## src/common/rv_pkg.sv

```systemverilog
`default_nettype none

package rv_pkg;

    localparam int XLEN       = 32;
    localparam int REG_ADDR_W = 5;

    // Major opcodes of the supported RV32I subset
    typedef enum logic [6:0] {
        OP     = 7'b0110011,
        OP_IMM = 7'b0010011,
        LUI    = 7'b0110111,
        LOAD   = 7'b0000011,
        STORE  = 7'b0100011,
        BRANCH = 7'b1100011,
        JAL    = 7'b1101111
    } opcode_t;

    typedef enum logic [3:0] {
        ALU_ADD,
        ALU_SUB,
        ALU_AND,
        ALU_OR,
        ALU_XOR,
        ALU_SLT,
        ALU_PASS_B
    } alu_op_t;

    // Operand source picked in decode
    typedef enum logic [1:0] {
        FWD_REG,
        FWD_EX,
        FWD_MEM
    } fwd_sel_t;

endpackage

`default_nettype wire

```

## src/decode/decode_stage.sv

```systemverilog
`timescale 1ns/10ps
`default_nettype none

module decode_stage (
    input  logic                          clk,
    input  logic                          i_reset,
    input  logic                          i_stall,
    input  logic                          i_flush,
    input  logic                          i_interlock,
    input  logic [rv_pkg::XLEN-1:0]       i_instr,
    input  logic [rv_pkg::XLEN-1:0]       i_pc,
    input  logic                          i_valid,
    input  logic [rv_pkg::XLEN-1:0]       i_rs1_data,
    input  logic [rv_pkg::XLEN-1:0]       i_rs2_data,
    input  logic [rv_pkg::XLEN-1:0]       i_ex_fwd,
    input  logic [rv_pkg::XLEN-1:0]       i_mem_fwd,
    input  rv_pkg::fwd_sel_t              i_fwd1,
    input  rv_pkg::fwd_sel_t              i_fwd2,
    output logic [rv_pkg::REG_ADDR_W-1:0] o_rs1,
    output logic [rv_pkg::REG_ADDR_W-1:0] o_rs2,
    output logic                          o_is_load_use_reader,
    output logic [rv_pkg::XLEN-1:0]       o_ex_pc,
    output logic [rv_pkg::XLEN-1:0]       o_ex_a,
    output logic [rv_pkg::XLEN-1:0]       o_ex_b,
    output logic [rv_pkg::XLEN-1:0]       o_ex_imm,
    output rv_pkg::alu_op_t               o_ex_alu_op,
    output rv_pkg::opcode_t               o_ex_opcode,
    output logic [rv_pkg::REG_ADDR_W-1:0] o_ex_rd,
    output logic                          o_ex_reg_we
);
    import rv_pkg::*;

    opcode_t         opcode;
    alu_op_t         alu_op;
    logic [2:0]      funct3;
    logic [XLEN-1:0] imm;
    logic            known;
    logic            reg_we;
    logic            bubble;

    function automatic alu_op_t alu_from_funct3(input logic [2:0] f3, input logic sub);
        case (f3)
            3'b000:  return sub ? ALU_SUB : ALU_ADD;
            3'b010:  return ALU_SLT;
            3'b100:  return ALU_XOR;
            3'b110:  return ALU_OR;
            3'b111:  return ALU_AND;
            default: return ALU_ADD;
        endcase
    endfunction

    function automatic logic [XLEN-1:0] pick(input fwd_sel_t sel, input logic [XLEN-1:0] rf,
                                             input logic [XLEN-1:0] ex,
                                             input logic [XLEN-1:0] mem);
        case (sel)
            FWD_EX:  return ex;
            FWD_MEM: return mem;
            default: return rf;
        endcase
    endfunction

    assign opcode = opcode_t'(i_instr[6:0]);
    assign funct3 = i_instr[14:12];
    assign o_rs1  = i_instr[19:15];
    assign o_rs2  = i_instr[24:20];
    assign o_is_load_use_reader = (opcode == OP) || (opcode == STORE) || (opcode == BRANCH);

    always_comb begin
        known  = 1'b1;
        reg_we = 1'b0;
        alu_op = ALU_ADD;
        imm    = {{20{i_instr[31]}}, i_instr[31:20]};
        case (opcode)
            OP: begin
                reg_we = 1'b1;
                alu_op = alu_from_funct3(funct3, i_instr[30]);
            end
            OP_IMM: begin
                reg_we = 1'b1;
                alu_op = alu_from_funct3(funct3, 1'b0);
            end
            LUI: begin
                reg_we = 1'b1;
                alu_op = ALU_PASS_B;
                imm    = {i_instr[31:12], 12'b0};
            end
            LOAD: reg_we = 1'b1;
            STORE: imm = {{20{i_instr[31]}}, i_instr[31:25], i_instr[11:7]};
            BRANCH: begin
                // BNE travels as ALU_XOR
                alu_op = funct3[0] ? ALU_XOR : ALU_SUB;
                imm    = {{19{i_instr[31]}}, i_instr[31], i_instr[7],
                          i_instr[30:25], i_instr[11:8], 1'b0};
            end
            JAL: begin
                reg_we = 1'b1;
                imm    = {{11{i_instr[31]}}, i_instr[31], i_instr[19:12],
                          i_instr[20], i_instr[30:21], 1'b0};
            end
            default: known = 1'b0;
        endcase
    end

    assign bubble = i_stall || i_flush || !i_valid || !known;

    // ID/EX control
    always_ff @(posedge clk) begin
        if (i_reset) begin
            o_ex_reg_we <= 1'b0;
            o_ex_opcode <= OP_IMM;
        end else if (!i_interlock) begin
            o_ex_reg_we <= reg_we && !bubble;
            o_ex_opcode <= bubble ? OP_IMM : opcode;
        end
    end

    always_ff @(posedge clk) begin
        if (!i_interlock) begin
            o_ex_pc     <= i_pc;
            o_ex_a      <= pick(i_fwd1, i_rs1_data, i_ex_fwd, i_mem_fwd);
            o_ex_b      <= pick(i_fwd2, i_rs2_data, i_ex_fwd, i_mem_fwd);
            o_ex_imm    <= imm;
            o_ex_alu_op <= alu_op;
            o_ex_rd     <= i_instr[11:7];
        end
    end

endmodule

`default_nettype wire

```

## src/execute/execute_stage.sv

```systemverilog
`timescale 1ns/10ps
`default_nettype none

module execute_stage (
    input  logic                          clk,
    input  logic                          i_reset,
    input  logic                          i_interlock,
    input  logic [rv_pkg::XLEN-1:0]       i_pc,
    input  logic [rv_pkg::XLEN-1:0]       i_a,
    input  logic [rv_pkg::XLEN-1:0]       i_b,
    input  logic [rv_pkg::XLEN-1:0]       i_imm,
    input  rv_pkg::alu_op_t               i_alu_op,
    input  rv_pkg::opcode_t               i_opcode,
    input  logic [rv_pkg::REG_ADDR_W-1:0] i_rd,
    input  logic                          i_reg_we,
    output logic                          o_jump,
    output logic [rv_pkg::XLEN-1:0]       o_jump_target,
    output logic [rv_pkg::XLEN-1:0]       o_ex_fwd,
    output logic [rv_pkg::XLEN-1:0]       o_mem_result,
    output logic [rv_pkg::XLEN-1:0]       o_mem_store_data,
    output logic [rv_pkg::REG_ADDR_W-1:0] o_mem_rd,
    output rv_pkg::opcode_t               o_mem_opcode,
    output logic                          o_mem_reg_we
);
    import rv_pkg::*;

    logic [XLEN-1:0] op_b;
    logic [XLEN-1:0] alu_result;
    logic            taken;

    assign op_b = (i_opcode == OP) ? i_b : i_imm;

    always_comb begin
        case (i_alu_op)
            ALU_SUB:    alu_result = i_a - op_b;
            ALU_AND:    alu_result = i_a & op_b;
            ALU_OR:     alu_result = i_a | op_b;
            ALU_XOR:    alu_result = i_a ^ op_b;
            ALU_SLT:    alu_result = XLEN'($signed(i_a) < $signed(op_b));
            ALU_PASS_B: alu_result = op_b;
            default:    alu_result = i_a + op_b;
        endcase
    end

    // BEQ as ALU_SUB, BNE as ALU_XOR
    assign taken = (i_a == i_b) ^ (i_alu_op == ALU_XOR);

    assign o_jump        = (i_opcode == JAL) || ((i_opcode == BRANCH) && taken);
    assign o_jump_target = i_pc + i_imm;
    assign o_ex_fwd      = (i_opcode == JAL) ? i_pc + XLEN'(4) : alu_result;

    // EX/MEM
    always_ff @(posedge clk) begin
        if (i_reset) begin
            o_mem_reg_we <= 1'b0;
            o_mem_opcode <= OP_IMM;
        end else if (!i_interlock) begin
            o_mem_reg_we <= i_reg_we;
            o_mem_opcode <= i_opcode;
        end
    end

    always_ff @(posedge clk) begin
        if (!i_interlock) begin
            o_mem_result     <= o_ex_fwd;
            o_mem_store_data <= i_b;
            o_mem_rd         <= i_rd;
        end
    end

endmodule

`default_nettype wire

```

## src/fetch/fetch_stage.sv

```systemverilog
`timescale 1ns/10ps
`default_nettype none

module fetch_stage #(
    parameter logic [rv_pkg::XLEN-1:0] RESET_PC = '0
) (
    input  logic                    clk,
    input  logic                    i_reset,
    input  logic                    i_stall,
    input  logic                    i_flush,
    input  logic                    i_interlock,
    input  logic [rv_pkg::XLEN-1:0] i_jump_target,
    input  logic [rv_pkg::XLEN-1:0] i_idt,
    output logic [rv_pkg::XLEN-1:0] o_pc,
    output logic [rv_pkg::XLEN-1:0] o_id_pc,
    output logic [rv_pkg::XLEN-1:0] o_id_instr,
    output logic                    o_id_valid
);
    import rv_pkg::*;

    // PC and IF/ID valid bit
    always_ff @(posedge clk) begin
        if (i_reset) begin
            o_pc       <= RESET_PC;
            o_id_valid <= 1'b0;
        end else if (!i_interlock) begin
            if (i_flush) begin
                // Word fetched this cycle is on the wrong path
                o_pc       <= i_jump_target;
                o_id_valid <= 1'b0;
            end else if (!i_stall) begin
                o_pc       <= o_pc + XLEN'(4);
                o_id_valid <= 1'b1;
            end
        end
    end

    always_ff @(posedge clk) begin
        if (!i_interlock && !i_stall) begin
            o_id_pc    <= o_pc;
            o_id_instr <= i_idt;
        end
    end

endmodule

`default_nettype wire

```

## src/memory/mem_wb_stage.sv

```systemverilog
`timescale 1ns/10ps
`default_nettype none

module mem_wb_stage (
    input  logic                          clk,
    input  logic                          i_reset,
    input  logic                          i_interlock,
    input  logic [rv_pkg::XLEN-1:0]       i_result,
    input  logic [rv_pkg::XLEN-1:0]       i_store_data,
    input  logic [rv_pkg::REG_ADDR_W-1:0] i_rd,
    input  rv_pkg::opcode_t               i_opcode,
    input  logic                          i_reg_we,
    input  logic [rv_pkg::XLEN-1:0]       i_ddt,
    input  logic                          i_ackd_n,
    output logic [rv_pkg::XLEN-1:0]       o_dad,
    output logic [rv_pkg::XLEN-1:0]       o_ddt,
    output logic                          o_mreq,
    output logic                          o_write,
    output logic                          o_busy,
    output logic [rv_pkg::XLEN-1:0]       o_mem_fwd,
    output logic                          o_wb_we,
    output logic [rv_pkg::REG_ADDR_W-1:0] o_wb_rd,
    output logic [rv_pkg::XLEN-1:0]       o_wb_data
);
    import rv_pkg::*;

    logic            is_load;
    logic            acc_done;
    logic [XLEN-1:0] ld_data;

    assign is_load = (i_opcode == LOAD);

    assign o_dad   = i_result;
    assign o_ddt   = i_store_data;
    assign o_mreq  = (is_load || (i_opcode == STORE)) && !acc_done;
    assign o_write = (i_opcode == STORE) && !acc_done;
    assign o_busy  = o_mreq && i_ackd_n;

    // Access acked while fetch still holds the pipeline, so do not issue it again
    always_ff @(posedge clk) begin
        if (i_reset || !i_interlock) begin
            acc_done <= 1'b0;
        end else if (o_mreq && !i_ackd_n) begin
            acc_done <= 1'b1;
        end
    end

    always_ff @(posedge clk) begin
        if (o_mreq && !i_ackd_n) begin
            ld_data <= i_ddt;
        end
    end

    assign o_mem_fwd = !is_load ? i_result :
                       acc_done ? ld_data : i_ddt;

    // MEM/WB
    always_ff @(posedge clk) begin
        if (i_reset) begin
            o_wb_we <= 1'b0;
        end else if (!i_interlock) begin
            o_wb_we <= i_reg_we;
        end
    end

    always_ff @(posedge clk) begin
        if (!i_interlock) begin
            o_wb_rd   <= i_rd;
            o_wb_data <= o_mem_fwd;
        end
    end

endmodule

`default_nettype wire

```

## src/source/core_top.sv

```systemverilog
`timescale 1ns/10ps
`default_nettype none

module core_top #(
    parameter logic [rv_pkg::XLEN-1:0] RESET_PC = '0
) (
    input  logic                    clk,
    input  logic                    i_reset,
    output logic [rv_pkg::XLEN-1:0] o_iad,
    input  logic [rv_pkg::XLEN-1:0] i_idt,
    input  logic                    i_acki_n,
    output logic [rv_pkg::XLEN-1:0] o_dad,
    output logic [rv_pkg::XLEN-1:0] o_ddt,
    input  logic [rv_pkg::XLEN-1:0] i_ddt,
    output logic                    o_mreq,
    output logic                    o_write,
    input  logic                    i_ackd_n
);
    import rv_pkg::*;

    logic                  stall;
    logic                  flush;
    logic                  interlock;
    fwd_sel_t              fwd1;
    fwd_sel_t              fwd2;

    // IF/ID
    logic [XLEN-1:0]       id_pc;
    logic [XLEN-1:0]       id_instr;
    logic                  id_valid;
    logic [REG_ADDR_W-1:0] id_rs1;
    logic [REG_ADDR_W-1:0] id_rs2;
    logic                  id_uses_rs2;
    logic [XLEN-1:0]       rs1_data;
    logic [XLEN-1:0]       rs2_data;

    // ID/EX
    logic [XLEN-1:0]       ex_pc;
    logic [XLEN-1:0]       ex_a;
    logic [XLEN-1:0]       ex_b;
    logic [XLEN-1:0]       ex_imm;
    alu_op_t               ex_alu_op;
    opcode_t               ex_opcode;
    logic [REG_ADDR_W-1:0] ex_rd;
    logic                  ex_reg_we;
    logic                  jump;
    logic [XLEN-1:0]       jump_target;
    logic [XLEN-1:0]       ex_fwd;

    // EX/MEM and MEM/WB
    logic [XLEN-1:0]       mem_result;
    logic [XLEN-1:0]       mem_store_data;
    logic [REG_ADDR_W-1:0] mem_rd;
    opcode_t               mem_opcode;
    logic                  mem_reg_we;
    logic                  mem_busy;
    logic [XLEN-1:0]       mem_fwd;
    logic                  wb_we;
    logic [REG_ADDR_W-1:0] wb_rd;
    logic [XLEN-1:0]       wb_data;

    fetch_stage #(
        .RESET_PC(RESET_PC)
    ) u_fetch_stage (
        .clk,
        .i_reset,
        .i_stall(stall),
        .i_flush(flush),
        .i_interlock(interlock),
        .i_jump_target(jump_target),
        .i_idt,
        .o_pc(o_iad),
        .o_id_pc(id_pc),
        .o_id_instr(id_instr),
        .o_id_valid(id_valid)
    );

    decode_stage u_decode_stage (
        .clk,
        .i_reset,
        .i_stall(stall),
        .i_flush(flush),
        .i_interlock(interlock),
        .i_instr(id_instr),
        .i_pc(id_pc),
        .i_valid(id_valid),
        .i_rs1_data(rs1_data),
        .i_rs2_data(rs2_data),
        .i_ex_fwd(ex_fwd),
        .i_mem_fwd(mem_fwd),
        .i_fwd1(fwd1),
        .i_fwd2(fwd2),
        .o_rs1(id_rs1),
        .o_rs2(id_rs2),
        .o_is_load_use_reader(id_uses_rs2),
        .o_ex_pc(ex_pc),
        .o_ex_a(ex_a),
        .o_ex_b(ex_b),
        .o_ex_imm(ex_imm),
        .o_ex_alu_op(ex_alu_op),
        .o_ex_opcode(ex_opcode),
        .o_ex_rd(ex_rd),
        .o_ex_reg_we(ex_reg_we)
    );

    reg_file u_reg_file (
        .clk,
        .i_reset,
        .i_rs1(id_rs1),
        .i_rs2(id_rs2),
        .i_we(wb_we),
        .i_rd(wb_rd),
        .i_wdata(wb_data),
        .o_rs1_data(rs1_data),
        .o_rs2_data(rs2_data)
    );

    execute_stage u_execute_stage (
        .clk,
        .i_reset,
        .i_interlock(interlock),
        .i_pc(ex_pc),
        .i_a(ex_a),
        .i_b(ex_b),
        .i_imm(ex_imm),
        .i_alu_op(ex_alu_op),
        .i_opcode(ex_opcode),
        .i_rd(ex_rd),
        .i_reg_we(ex_reg_we),
        .o_jump(jump),
        .o_jump_target(jump_target),
        .o_ex_fwd(ex_fwd),
        .o_mem_result(mem_result),
        .o_mem_store_data(mem_store_data),
        .o_mem_rd(mem_rd),
        .o_mem_opcode(mem_opcode),
        .o_mem_reg_we(mem_reg_we)
    );

    mem_wb_stage u_mem_wb_stage (
        .clk,
        .i_reset,
        .i_interlock(interlock),
        .i_result(mem_result),
        .i_store_data(mem_store_data),
        .i_rd(mem_rd),
        .i_opcode(mem_opcode),
        .i_reg_we(mem_reg_we),
        .i_ddt,
        .i_ackd_n,
        .o_dad,
        .o_ddt,
        .o_mreq,
        .o_write,
        .o_busy(mem_busy),
        .o_mem_fwd(mem_fwd),
        .o_wb_we(wb_we),
        .o_wb_rd(wb_rd),
        .o_wb_data(wb_data)
    );

    hazard_unit u_hazard_unit (
        .i_id_rs1(id_rs1),
        .i_id_rs2(id_rs2),
        .i_id_uses_rs2(id_uses_rs2),
        .i_ex_rd(ex_rd),
        .i_ex_reg_we(ex_reg_we),
        .i_ex_opcode(ex_opcode),
        .i_mem_rd(mem_rd),
        .i_mem_reg_we(mem_reg_we),
        .i_jump(jump),
        .i_acki_n,
        .i_mem_busy(mem_busy),
        .o_fwd1(fwd1),
        .o_fwd2(fwd2),
        .o_stall(stall),
        .o_flush(flush),
        .o_interlock(interlock)
    );

endmodule

`default_nettype wire

```

## src/source/hazard_unit.sv

```systemverilog
`timescale 1ns/10ps
`default_nettype none

module hazard_unit (
    input  logic [rv_pkg::REG_ADDR_W-1:0] i_id_rs1,
    input  logic [rv_pkg::REG_ADDR_W-1:0] i_id_rs2,
    input  logic                          i_id_uses_rs2,
    input  logic [rv_pkg::REG_ADDR_W-1:0] i_ex_rd,
    input  logic                          i_ex_reg_we,
    input  rv_pkg::opcode_t               i_ex_opcode,
    input  logic [rv_pkg::REG_ADDR_W-1:0] i_mem_rd,
    input  logic                          i_mem_reg_we,
    input  logic                          i_jump,
    input  logic                          i_acki_n,
    input  logic                          i_mem_busy,
    output rv_pkg::fwd_sel_t              o_fwd1,
    output rv_pkg::fwd_sel_t              o_fwd2,
    output logic                          o_stall,
    output logic                          o_flush,
    output logic                          o_interlock
);
    import rv_pkg::*;

    logic ex_writes;
    logic mem_writes;

    // The younger result in EX wins over MEM
    function automatic fwd_sel_t fwd_for(input logic ex_hit, input logic mem_hit);
        if (ex_hit) begin
            return FWD_EX;
        end
        if (mem_hit) begin
            return FWD_MEM;
        end
        return FWD_REG;
    endfunction

    assign ex_writes  = i_ex_reg_we && (i_ex_rd != '0);
    assign mem_writes = i_mem_reg_we && (i_mem_rd != '0);

    assign o_fwd1 = fwd_for(ex_writes && (i_ex_rd == i_id_rs1),
                            mem_writes && (i_mem_rd == i_id_rs1));
    assign o_fwd2 = fwd_for(ex_writes && (i_ex_rd == i_id_rs2),
                            mem_writes && (i_mem_rd == i_id_rs2));

    // Load data is not ready until MEM
    assign o_stall = ex_writes && (i_ex_opcode == LOAD) &&
                     ((i_ex_rd == i_id_rs1) || (i_id_uses_rs2 && (i_ex_rd == i_id_rs2)));

    assign o_flush     = i_jump;
    assign o_interlock = i_acki_n || i_mem_busy;

endmodule

`default_nettype wire

```

## src/source/reg_file.sv

```systemverilog
`timescale 1ns/10ps
`default_nettype none

module reg_file (
    input  logic                          clk,
    input  logic                          i_reset,
    input  logic [rv_pkg::REG_ADDR_W-1:0] i_rs1,
    input  logic [rv_pkg::REG_ADDR_W-1:0] i_rs2,
    input  logic                          i_we,
    input  logic [rv_pkg::REG_ADDR_W-1:0] i_rd,
    input  logic [rv_pkg::XLEN-1:0]       i_wdata,
    output logic [rv_pkg::XLEN-1:0]       o_rs1_data,
    output logic [rv_pkg::XLEN-1:0]       o_rs2_data
);
    import rv_pkg::*;

    logic [XLEN-1:0] regs [1:31];
    logic            wr_en;

    // x0 has no storage
    assign wr_en = i_we && !i_reset && (i_rd != '0);

    always_ff @(posedge clk) begin
        if (wr_en) begin
            regs[i_rd] <= i_wdata;
        end
    end

    // Write-through so WB reaches decode in the same cycle
    assign o_rs1_data = (i_rs1 == '0) ? '0 :
                        (wr_en && i_rs1 == i_rd) ? i_wdata : regs[i_rs1];
    assign o_rs2_data = (i_rs2 == '0) ? '0 :
                        (wr_en && i_rs2 == i_rd) ? i_wdata : regs[i_rs2];

endmodule

`default_nettype wire

```

## config.mk

```make
export PLATFORM = sky130hd
export DESIGN_NAME = core_top
export DESIGN_NICKNAME = d
export VERILOG_FILES = /design/src/common/rv_pkg.sv /design/src/decode/decode_stage.sv /design/src/execute/execute_stage.sv /design/src/fetch/fetch_stage.sv /design/src/memory/mem_wb_stage.sv /design/src/source/core_top.sv /design/src/source/hazard_unit.sv /design/src/source/reg_file.sv
export SDC_FILE = /design/constraint.sdc
export NUM_CORES = 2
export LEC_CHECK = 0
export BUFFER_PORTS_ARGS = -buffer_cell sky130_fd_sc_hd__clkbuf_2
export CAP_MARGIN = 30
export CORE_ASPECT_RATIO = 0.5
export CORE_UTILIZATION = 57
export DETAILED_ROUTE_END_ITERATION = 7
export PLACE_DENSITY = 0.77
export SLEW_MARGIN = 40
export SYNTH_ARGS = -nofsm -noshare
export SYNTH_HDL_FRONTEND = slang
export SYNTH_SLANG_ARGS = --single-unit
```

## constraint.sdc

```tcl
create_clock -name clk -period 8.5 [get_ports clk]
set_input_delay 1.275 -clock clk [delete_from_list [all_inputs] [get_ports clk]]
set_output_delay 1.275 -clock clk [all_outputs]
set_load 0.005 [all_outputs]
```

Word level (Yosys, flattened, before mapping)

Memories as Yosys holds them, arrays and structs flattened. A register that Yosys moved wholly into a read port is not among the register bits.
Cells that the tools add are included.

Register bits after elaboration: 390
Memory bits (writable): 992
Input bits: 68
Logic and storage cells: 158
Memories kept: 1

Add/sub/neg operators: 5
Order comparisons: 1
Equal/unequal tests: 35
Multiplexer cells: 42
Bitwise logic cells: 5
Reduce and logical (&&, ||, !) cells: 47

Memories:

| memory          | words | bits a word | read ports | clocked after Yosys merged registers in | write ports | line           | source |
|---|---|---|---|---|---|---|---|
| u_reg_file.regs | 31    | 32          | 2          | 2                                       | 1           | reg_file.sv:17 | `logic [XLEN-1:0] regs [1:31];` |

Operators with widths:

| cell                                                            | number |
|---|---|
| 32-bit two-way mux                                              | 10 |
| 32-bit one-hot mux with 6 select lines                          | 1 |
| 32-bit one-hot mux with 2 select lines                          | 2 |
| 31-bit one-hot mux with 4 select lines                          | 1 |
| 32-bit by 3-bit adder with 32-bit output, second input constant | 2 |
| 32-bit adder                                                    | 2 |
| 7-bit by 6-bit == test with 1-bit output, second input constant | 5 |
| 32-bit bitwise AND                                              | 1 |
| 32-bit == test                                                  | 1 |
| 32-bit less-than comparator                                     | 1 |
| 32-bit bitwise OR                                               | 1 |
| 32-bit subtractor                                               | 1 |
| 32-bit bitwise XOR                                              | 1 |
| 5-bit == test                                                   | 6 |
| 7-bit == test, second input constant                            | 4 |
| 7-bit by 2-bit == test with 1-bit output, second input constant | 3 |
| 1-bit logical AND                                               | 20 |
| 4-bit one-hot mux with 5 select lines                           | 1 |
| 2-bit two-way mux                                               | 8 |
| 4-bit one-hot mux with 4 select lines                           | 1 |
| 5-bit nonzero test                                              | 3 |
| 1-bit two-way mux                                               | 13 |
| 4-bit by 3-bit == test with 1-bit output, second input constant | 3 |
| 3-bit one-hot mux with 4 select lines                           | 1 |
| other kinds (20)                                                | 43 |

Longest topological paths before layout

Depth after elaboration: 11
Mapped depth: 20
Gate-level depth less buffers: 17

By module

Synthesis repeated with hierarchy kept, for this count alone.

Cell total of the unflattened synthesis: 5,162
Area total of the unflattened synthesis: 72,396.9 um^2

Modules (own cells, without submodules):

| module        | times used | cells an instance | area an instance (um^2) |
|---|---|---|---|
| reg_file      | 1          | 2,764             | 47,469.3 |
| execute_stage | 1          | 1,323             | 10,682.7 |
| decode_stage  | 1          | 487               | 6,329.8 |
| fetch_stage   | 1          | 329               | 3,980.1 |
| mem_wb_stage  | 1          | 219               | 3,602.2 |
| hazard_unit   | 1          | 40                | 332.8 |

Worst setup path before layout

OpenSTA, ideal clock, no wires.

Path type: input port to flip-flop
From: in i_acki_n
To: reg u_decode_stage.o_ex_a[0] (netlist bit) (enable)
Arrival time: 8.468 ns
Slack: -0.669 ns
Stages on the path: 4
Path buffers: 2
Path through: a21o_1 > clkbuf_1 > clkinv_1 > clkbuf_1

Longest elaborated chain between the ends: 1

Ends and longest elaborated chain:

| element              | line                | source |
|---|---|---|
| from (decl)          | core_top.sv:11      | `input logic i_acki_n,` |
| 1-bit logical OR     | hazard_unit.sv:51   | `assign o_interlock = i_acki_n \|\| i_mem_busy;` |
| to (signal assigned) | decode_stage.sv:120 | `o_ex_a <= pick(i_fwd1, i_rs1_data, i_ex_fwd, i_mem_fwd);` |
| to (decl)            | decode_stage.sv:23  | `output logic [rv_pkg::XLEN-1:0] o_ex_a,` |

No other way between the ends.
A chain may end at the register's enable or synchronous reset.

Final worst setup path

From: reg u_decode_stage.o_ex_opcode[5]
To: reg u_decode_stage.o_ex_a[27] (netlist bit) (data pin)

Longest elaborated chain between the ends: 6
Elaborated cells between the ends (all ways): 11
Classes of those cells: 2 x add/sub; 2 x eq/ne; 4 x mux; 3 x bitwise

Ends and longest elaborated chain:

| element                                    | line                | source |
|---|---|---|
| from (decl)                                | decode_stage.sv:27  | `output rv_pkg::opcode_t o_ex_opcode,` |
| from (signal assigned)                     | decode_stage.sv:113 | `o_ex_opcode <= bubble ? OP_IMM : opcode;` |
| 7-bit by 6-bit == test with 1-bit output   | execute_stage.sv:31 | `assign op_b = (i_opcode == OP) ? i_b : i_imm;` |
| 32-bit two-way mux                         | execute_stage.sv:31 |  |
| 32-bit adder, or another cell as far along | execute_stage.sv:41 | `default: alu_result = i_a + op_b;` |
| 32-bit one-hot mux with 6 select lines     | execute_stage.sv:34 | `case (i_alu_op)` |
| 32-bit two-way mux *                       | execute_stage.sv:50 | `assign o_ex_fwd = (i_opcode == JAL) ? i_pc + XLEN'(4) : alu_result;` |
| 32-bit one-hot mux with 2 select lines *   | decode_stage.sv:55  | `case (sel)` |

Mark *: on every way between the ends. The rest lies on a longest branch, timed or not.

==> impl_metrics.py <==
metrics = {
    "outcome": {
        "status": "finished, final reports clean",
    },
    "detailed_routing": {
        "vias_per_cell": 7.37,
        "routed-via-count": 47700,
        "ant_nets": 0,
        "totalWireLength_mm": 227,
        "drt-pass1-iter-count": 8,
        "drtIter0Drc": 7701,
        "wire_per_inst_microns": 35.0,
        "drcViolationCount": 0,
    },
    "sta": {
        "slew_viol_final": 0,
        "grt_setup_unrepaired": "false",
        "finalHoldViolCount": 0,
        "max-slew-margin-rel_pct": 38.1,
        "min_period_ns": 5.74,
        "fmax_mhz": 174,
        "finalSetupTns_ns": 0,
        "finalCritPeriodShare_pct": 67.5,
        "setup_violations": 0,
        "finClkSkew_ns": 0.0865,
        "tightest_slew_ns": 0.929,
    },
    "floorplan": {
        "ios": 166,
        "dieArea_sq_um": 125000,
        "initial_core_util_pct": 57.8,
        "core_sq_um": 121000,
        "die_w_microns": 498,
        "rows": 90,
        "die-height_microns": 250,
    },
    "synthesis": {
        "synth_common_cells": "edfxtp_1 (1330), mux4_2 (541), nor2_1 (298)",
        "ys.flop_type": "edfxtp_1",
        "async_reset_ff_share_pct": 0,
        "ys_seq_area_share_pct": 58.6,
        "synth_warnings": 0,
        "synth_top_cell_by_area": "edfxtp_1",
        "synthCells": 4652,
        "syn_area_sq_um": 70200,
        "synth_edf_count": 1330,
        "syn_area_per_cell_sq_um": 15.1,
        "synth.area.top_cells": "edfxtp_1 (57%), mux4_2 (17%), mux2i_1 (2.8%)",
        "synth.most_common_cell": "edfxtp_1",
        "syn_nets": 4853,
        "synth_cell_types": 88,
        "ys_ff_latch": 1391,
        "synth_top_area_share_pct": 56.9,
    },
    "finish": {
        "largest_reg_flops": 992,
        "fillers": 8241,
        "area_delta_synth_final_pct": 10.6,
        "drive_gt1_share_pct": 23.5,
        "regMostFlops": "u_reg_file.regs",
        "multi_input_area_sq_um": 27600,
        "nets": 4963,
        "register_area_sq_um": 41200,
        "design_area_sq_um": 77700,
    },
    "grt": {
        "antenna_found_initial": 3,
        "grt_usage_pct": 36.2,
        "grt_use_met2_pct": 54.4,
        "grt_pass1_vias": 46300,
        "grt_pass1_wl_mm": 323,
        "grt_overflow": 0,
        "grt_max_degree": 139,
        "met3_usage_pct": 11.9,
        "grt_busiest_layer": "met2",
        "use_met1_pct": 47.6,
    },
    "cts": {
        "cts_root_buffer": "clkbuf_16",
        "numCtsBuffers": 116,
        "ctsHtreeMaxLevel": 3,
        "clk_pin_slew_worst_paths_ns": 0.07,
        "cts_hold_buf": 0,
        "ctsResizeCount": 0,
        "cts_tree": "done",
        "cts_setup_buffers": 0,
        "ctsLongestPathBuffers": 3,
        "cts_num_sinks": 1391,
        "clock_latency_ns": 0.77,
    },
    "power_and_ir_drop": {
        "ir_drop_v": 0.000195,
        "p_total_w": 0.0166,
        "power_leakage_nw": 26.0,
        "p_sw_w": 0.00462,
        "intPower_w": 0.0120,
        "power.density_nw_per_um2": 214,
        "power.share.combinational_pct": 16.9,
        "seqPwrFrac_pct": 49.0,
        "swShare_pct": 27.8,
        "p_clk_share_pct": 34.1,
    },
    "critical_path": {
        "crit_arrival_ns": 6.16,
        "reg2reg_to": "u_decode_stage.o_ex_a[27]",
        "criticalPathCategory": "reg2reg",
        "cp_max_fo": 32,
        "cp-end-kind": "register",
        "r2r_start": "u_decode_stage.o_ex_opcode[5]",
        "reg2reg_depth": 15,
        "cp-start-kind": "register",
        "cp-startpoint": "u_decode_stage.o_ex_opcode[5]",
        "cp-endpoint": "u_decode_stage.o_ex_a[27]",
        "r2r_slack_ns": 2.76,
        "crit_required_ns": 8.92,
    },
    "placement": {
        "place_hpwl_mm": 141,
        "placed_area_sq_um": 73500,
        "port_buffers": 165,
        "routabilityCongestion": 0.999,
    },
    "flow_run": {
        "maxCapViolations": 0,
    },
    "hold_path": {
        "hold_path_class": "reg2reg",
    },
}
cells in the final DEF (no fill, tap or decap), types with 35 or more instances in the layout:
master     synthesis  final
a21o_1            46     46
nand2_1          238    237
buf_4              2     84
xnor2_1           94     94
a21oi_1          278    273
clkbuf_2           0    166
xor2_1            48     48
mux4_2           541    541
nand3_1           66     64
edfxtp_1        1330   1330
o211ai_1          35     35
a211oi_1         158    158
nor3_1            38     36
inv_1            153    153
dfxtp_1           61     50
nor2_1           298    262
ha_1             130    130
o21ai_0          135    135
mux2i_1          195    188
buf_6              1     43
clkbuf_16          0    117
critical path, cell delays in order (launching register included):
cell,delay (ns)
dfxtp_1,0.46
nand4_1,0.22
nor4_4,0.17
buf_4,0.60
mux2_2,0.44
inv_1,0.09
ha_1,0.42
or4_1,0.61
or3_1,0.35
a311oi_1,0.33
o31a_1,0.33
o21ai_1,0.20
a221o_1,0.35
a221o_1,0.31
o21ai_1,0.30
o221ai_1,0.18
power groups by stage:
stage	logic, W	registers [W]	clock network (W)
after floorplan	0.00178	0.00813	0
after global placement	0.00247	0.00839	0
after detailed placement	0.00266	0.00829	0
after CTS	0.00269	0.00814	0.00568
after global routing	0.00295	0.00814	0.00593
final	0.00280	0.00814	0.00567
metrics by stage:
stage | util (%) | worst slack (ns) | hold WS [ns] | std cells
after CTS | 63.8 | 2.90 | 0.422 | 6460
after floorplan | - | 3.06 | 0.400 | 4652
final | 64.0 | 2.76 | 0.421 | 6471
after detailed placement | 60.6 | 3.00 | 0.405 | 6244
after global routing | 64.0 | 2.56 | 0.429 | 6470
after global placement | 60.1 | 3.07 | 0.404 | 6201
cell families after synthesis:
family / count (synthesis) / share of synthesized area (%)
buffers and inverters: 478 / 2.65
and+or+nand+nor: 822 / 5.34
DFF: 1391 / 58.6
xor gates and xnor gates: 142 / 1.77
muxes: 743 / 20.2
adders and majority gates: 133 / 2.40
AOI/OAI and AO/OA: 943 / 8.96
worst min path at each step:
stage | startpoint | to | slack [ns] | depth (start not counted)
3_3_place_gp | u_fetch_stage.o_id_pc[2] | u_decode_stage.o_ex_pc[2] | 0.40 | 0
2_1_floorplan | u_fetch_stage.o_id_pc[0] | u_decode_stage.o_ex_pc[0] | 0.40 | 0
4_1_cts | u_fetch_stage.o_id_pc[2] | u_decode_stage.o_ex_pc[2] | 0.42 | 0
6_report | u_fetch_stage.o_id_pc[4] | u_decode_stage.o_ex_pc[4] | 0.42 | 0
3_5_place_dp | u_fetch_stage.o_id_pc[1] | u_decode_stage.o_ex_pc[1] | 0.41 | 0
5_1_grt | u_fetch_stage.o_id_pc[29] | u_decode_stage.o_ex_pc[29] | 0.43 | 0
cell type report:
cell class,instances,share of cell area [%]
repair buffers,311,2.95
clock buffers,138,3.91
inverters,159,0.780
diodes,1,0.00322
flip-flops and latches,1391,53.0
well taps,1610,2.59
clock inverters,78,1.18
multi-input cells,2783,35.5
layer usage:
metal,share of wire [%],vias to the layer above
met5,0.012,-
met3,15,661
met4,5.6,4
met2,45,3970
li1,-,19000
met1,35,24100
No activity file was read; power rests on OpenSTA's default activity.
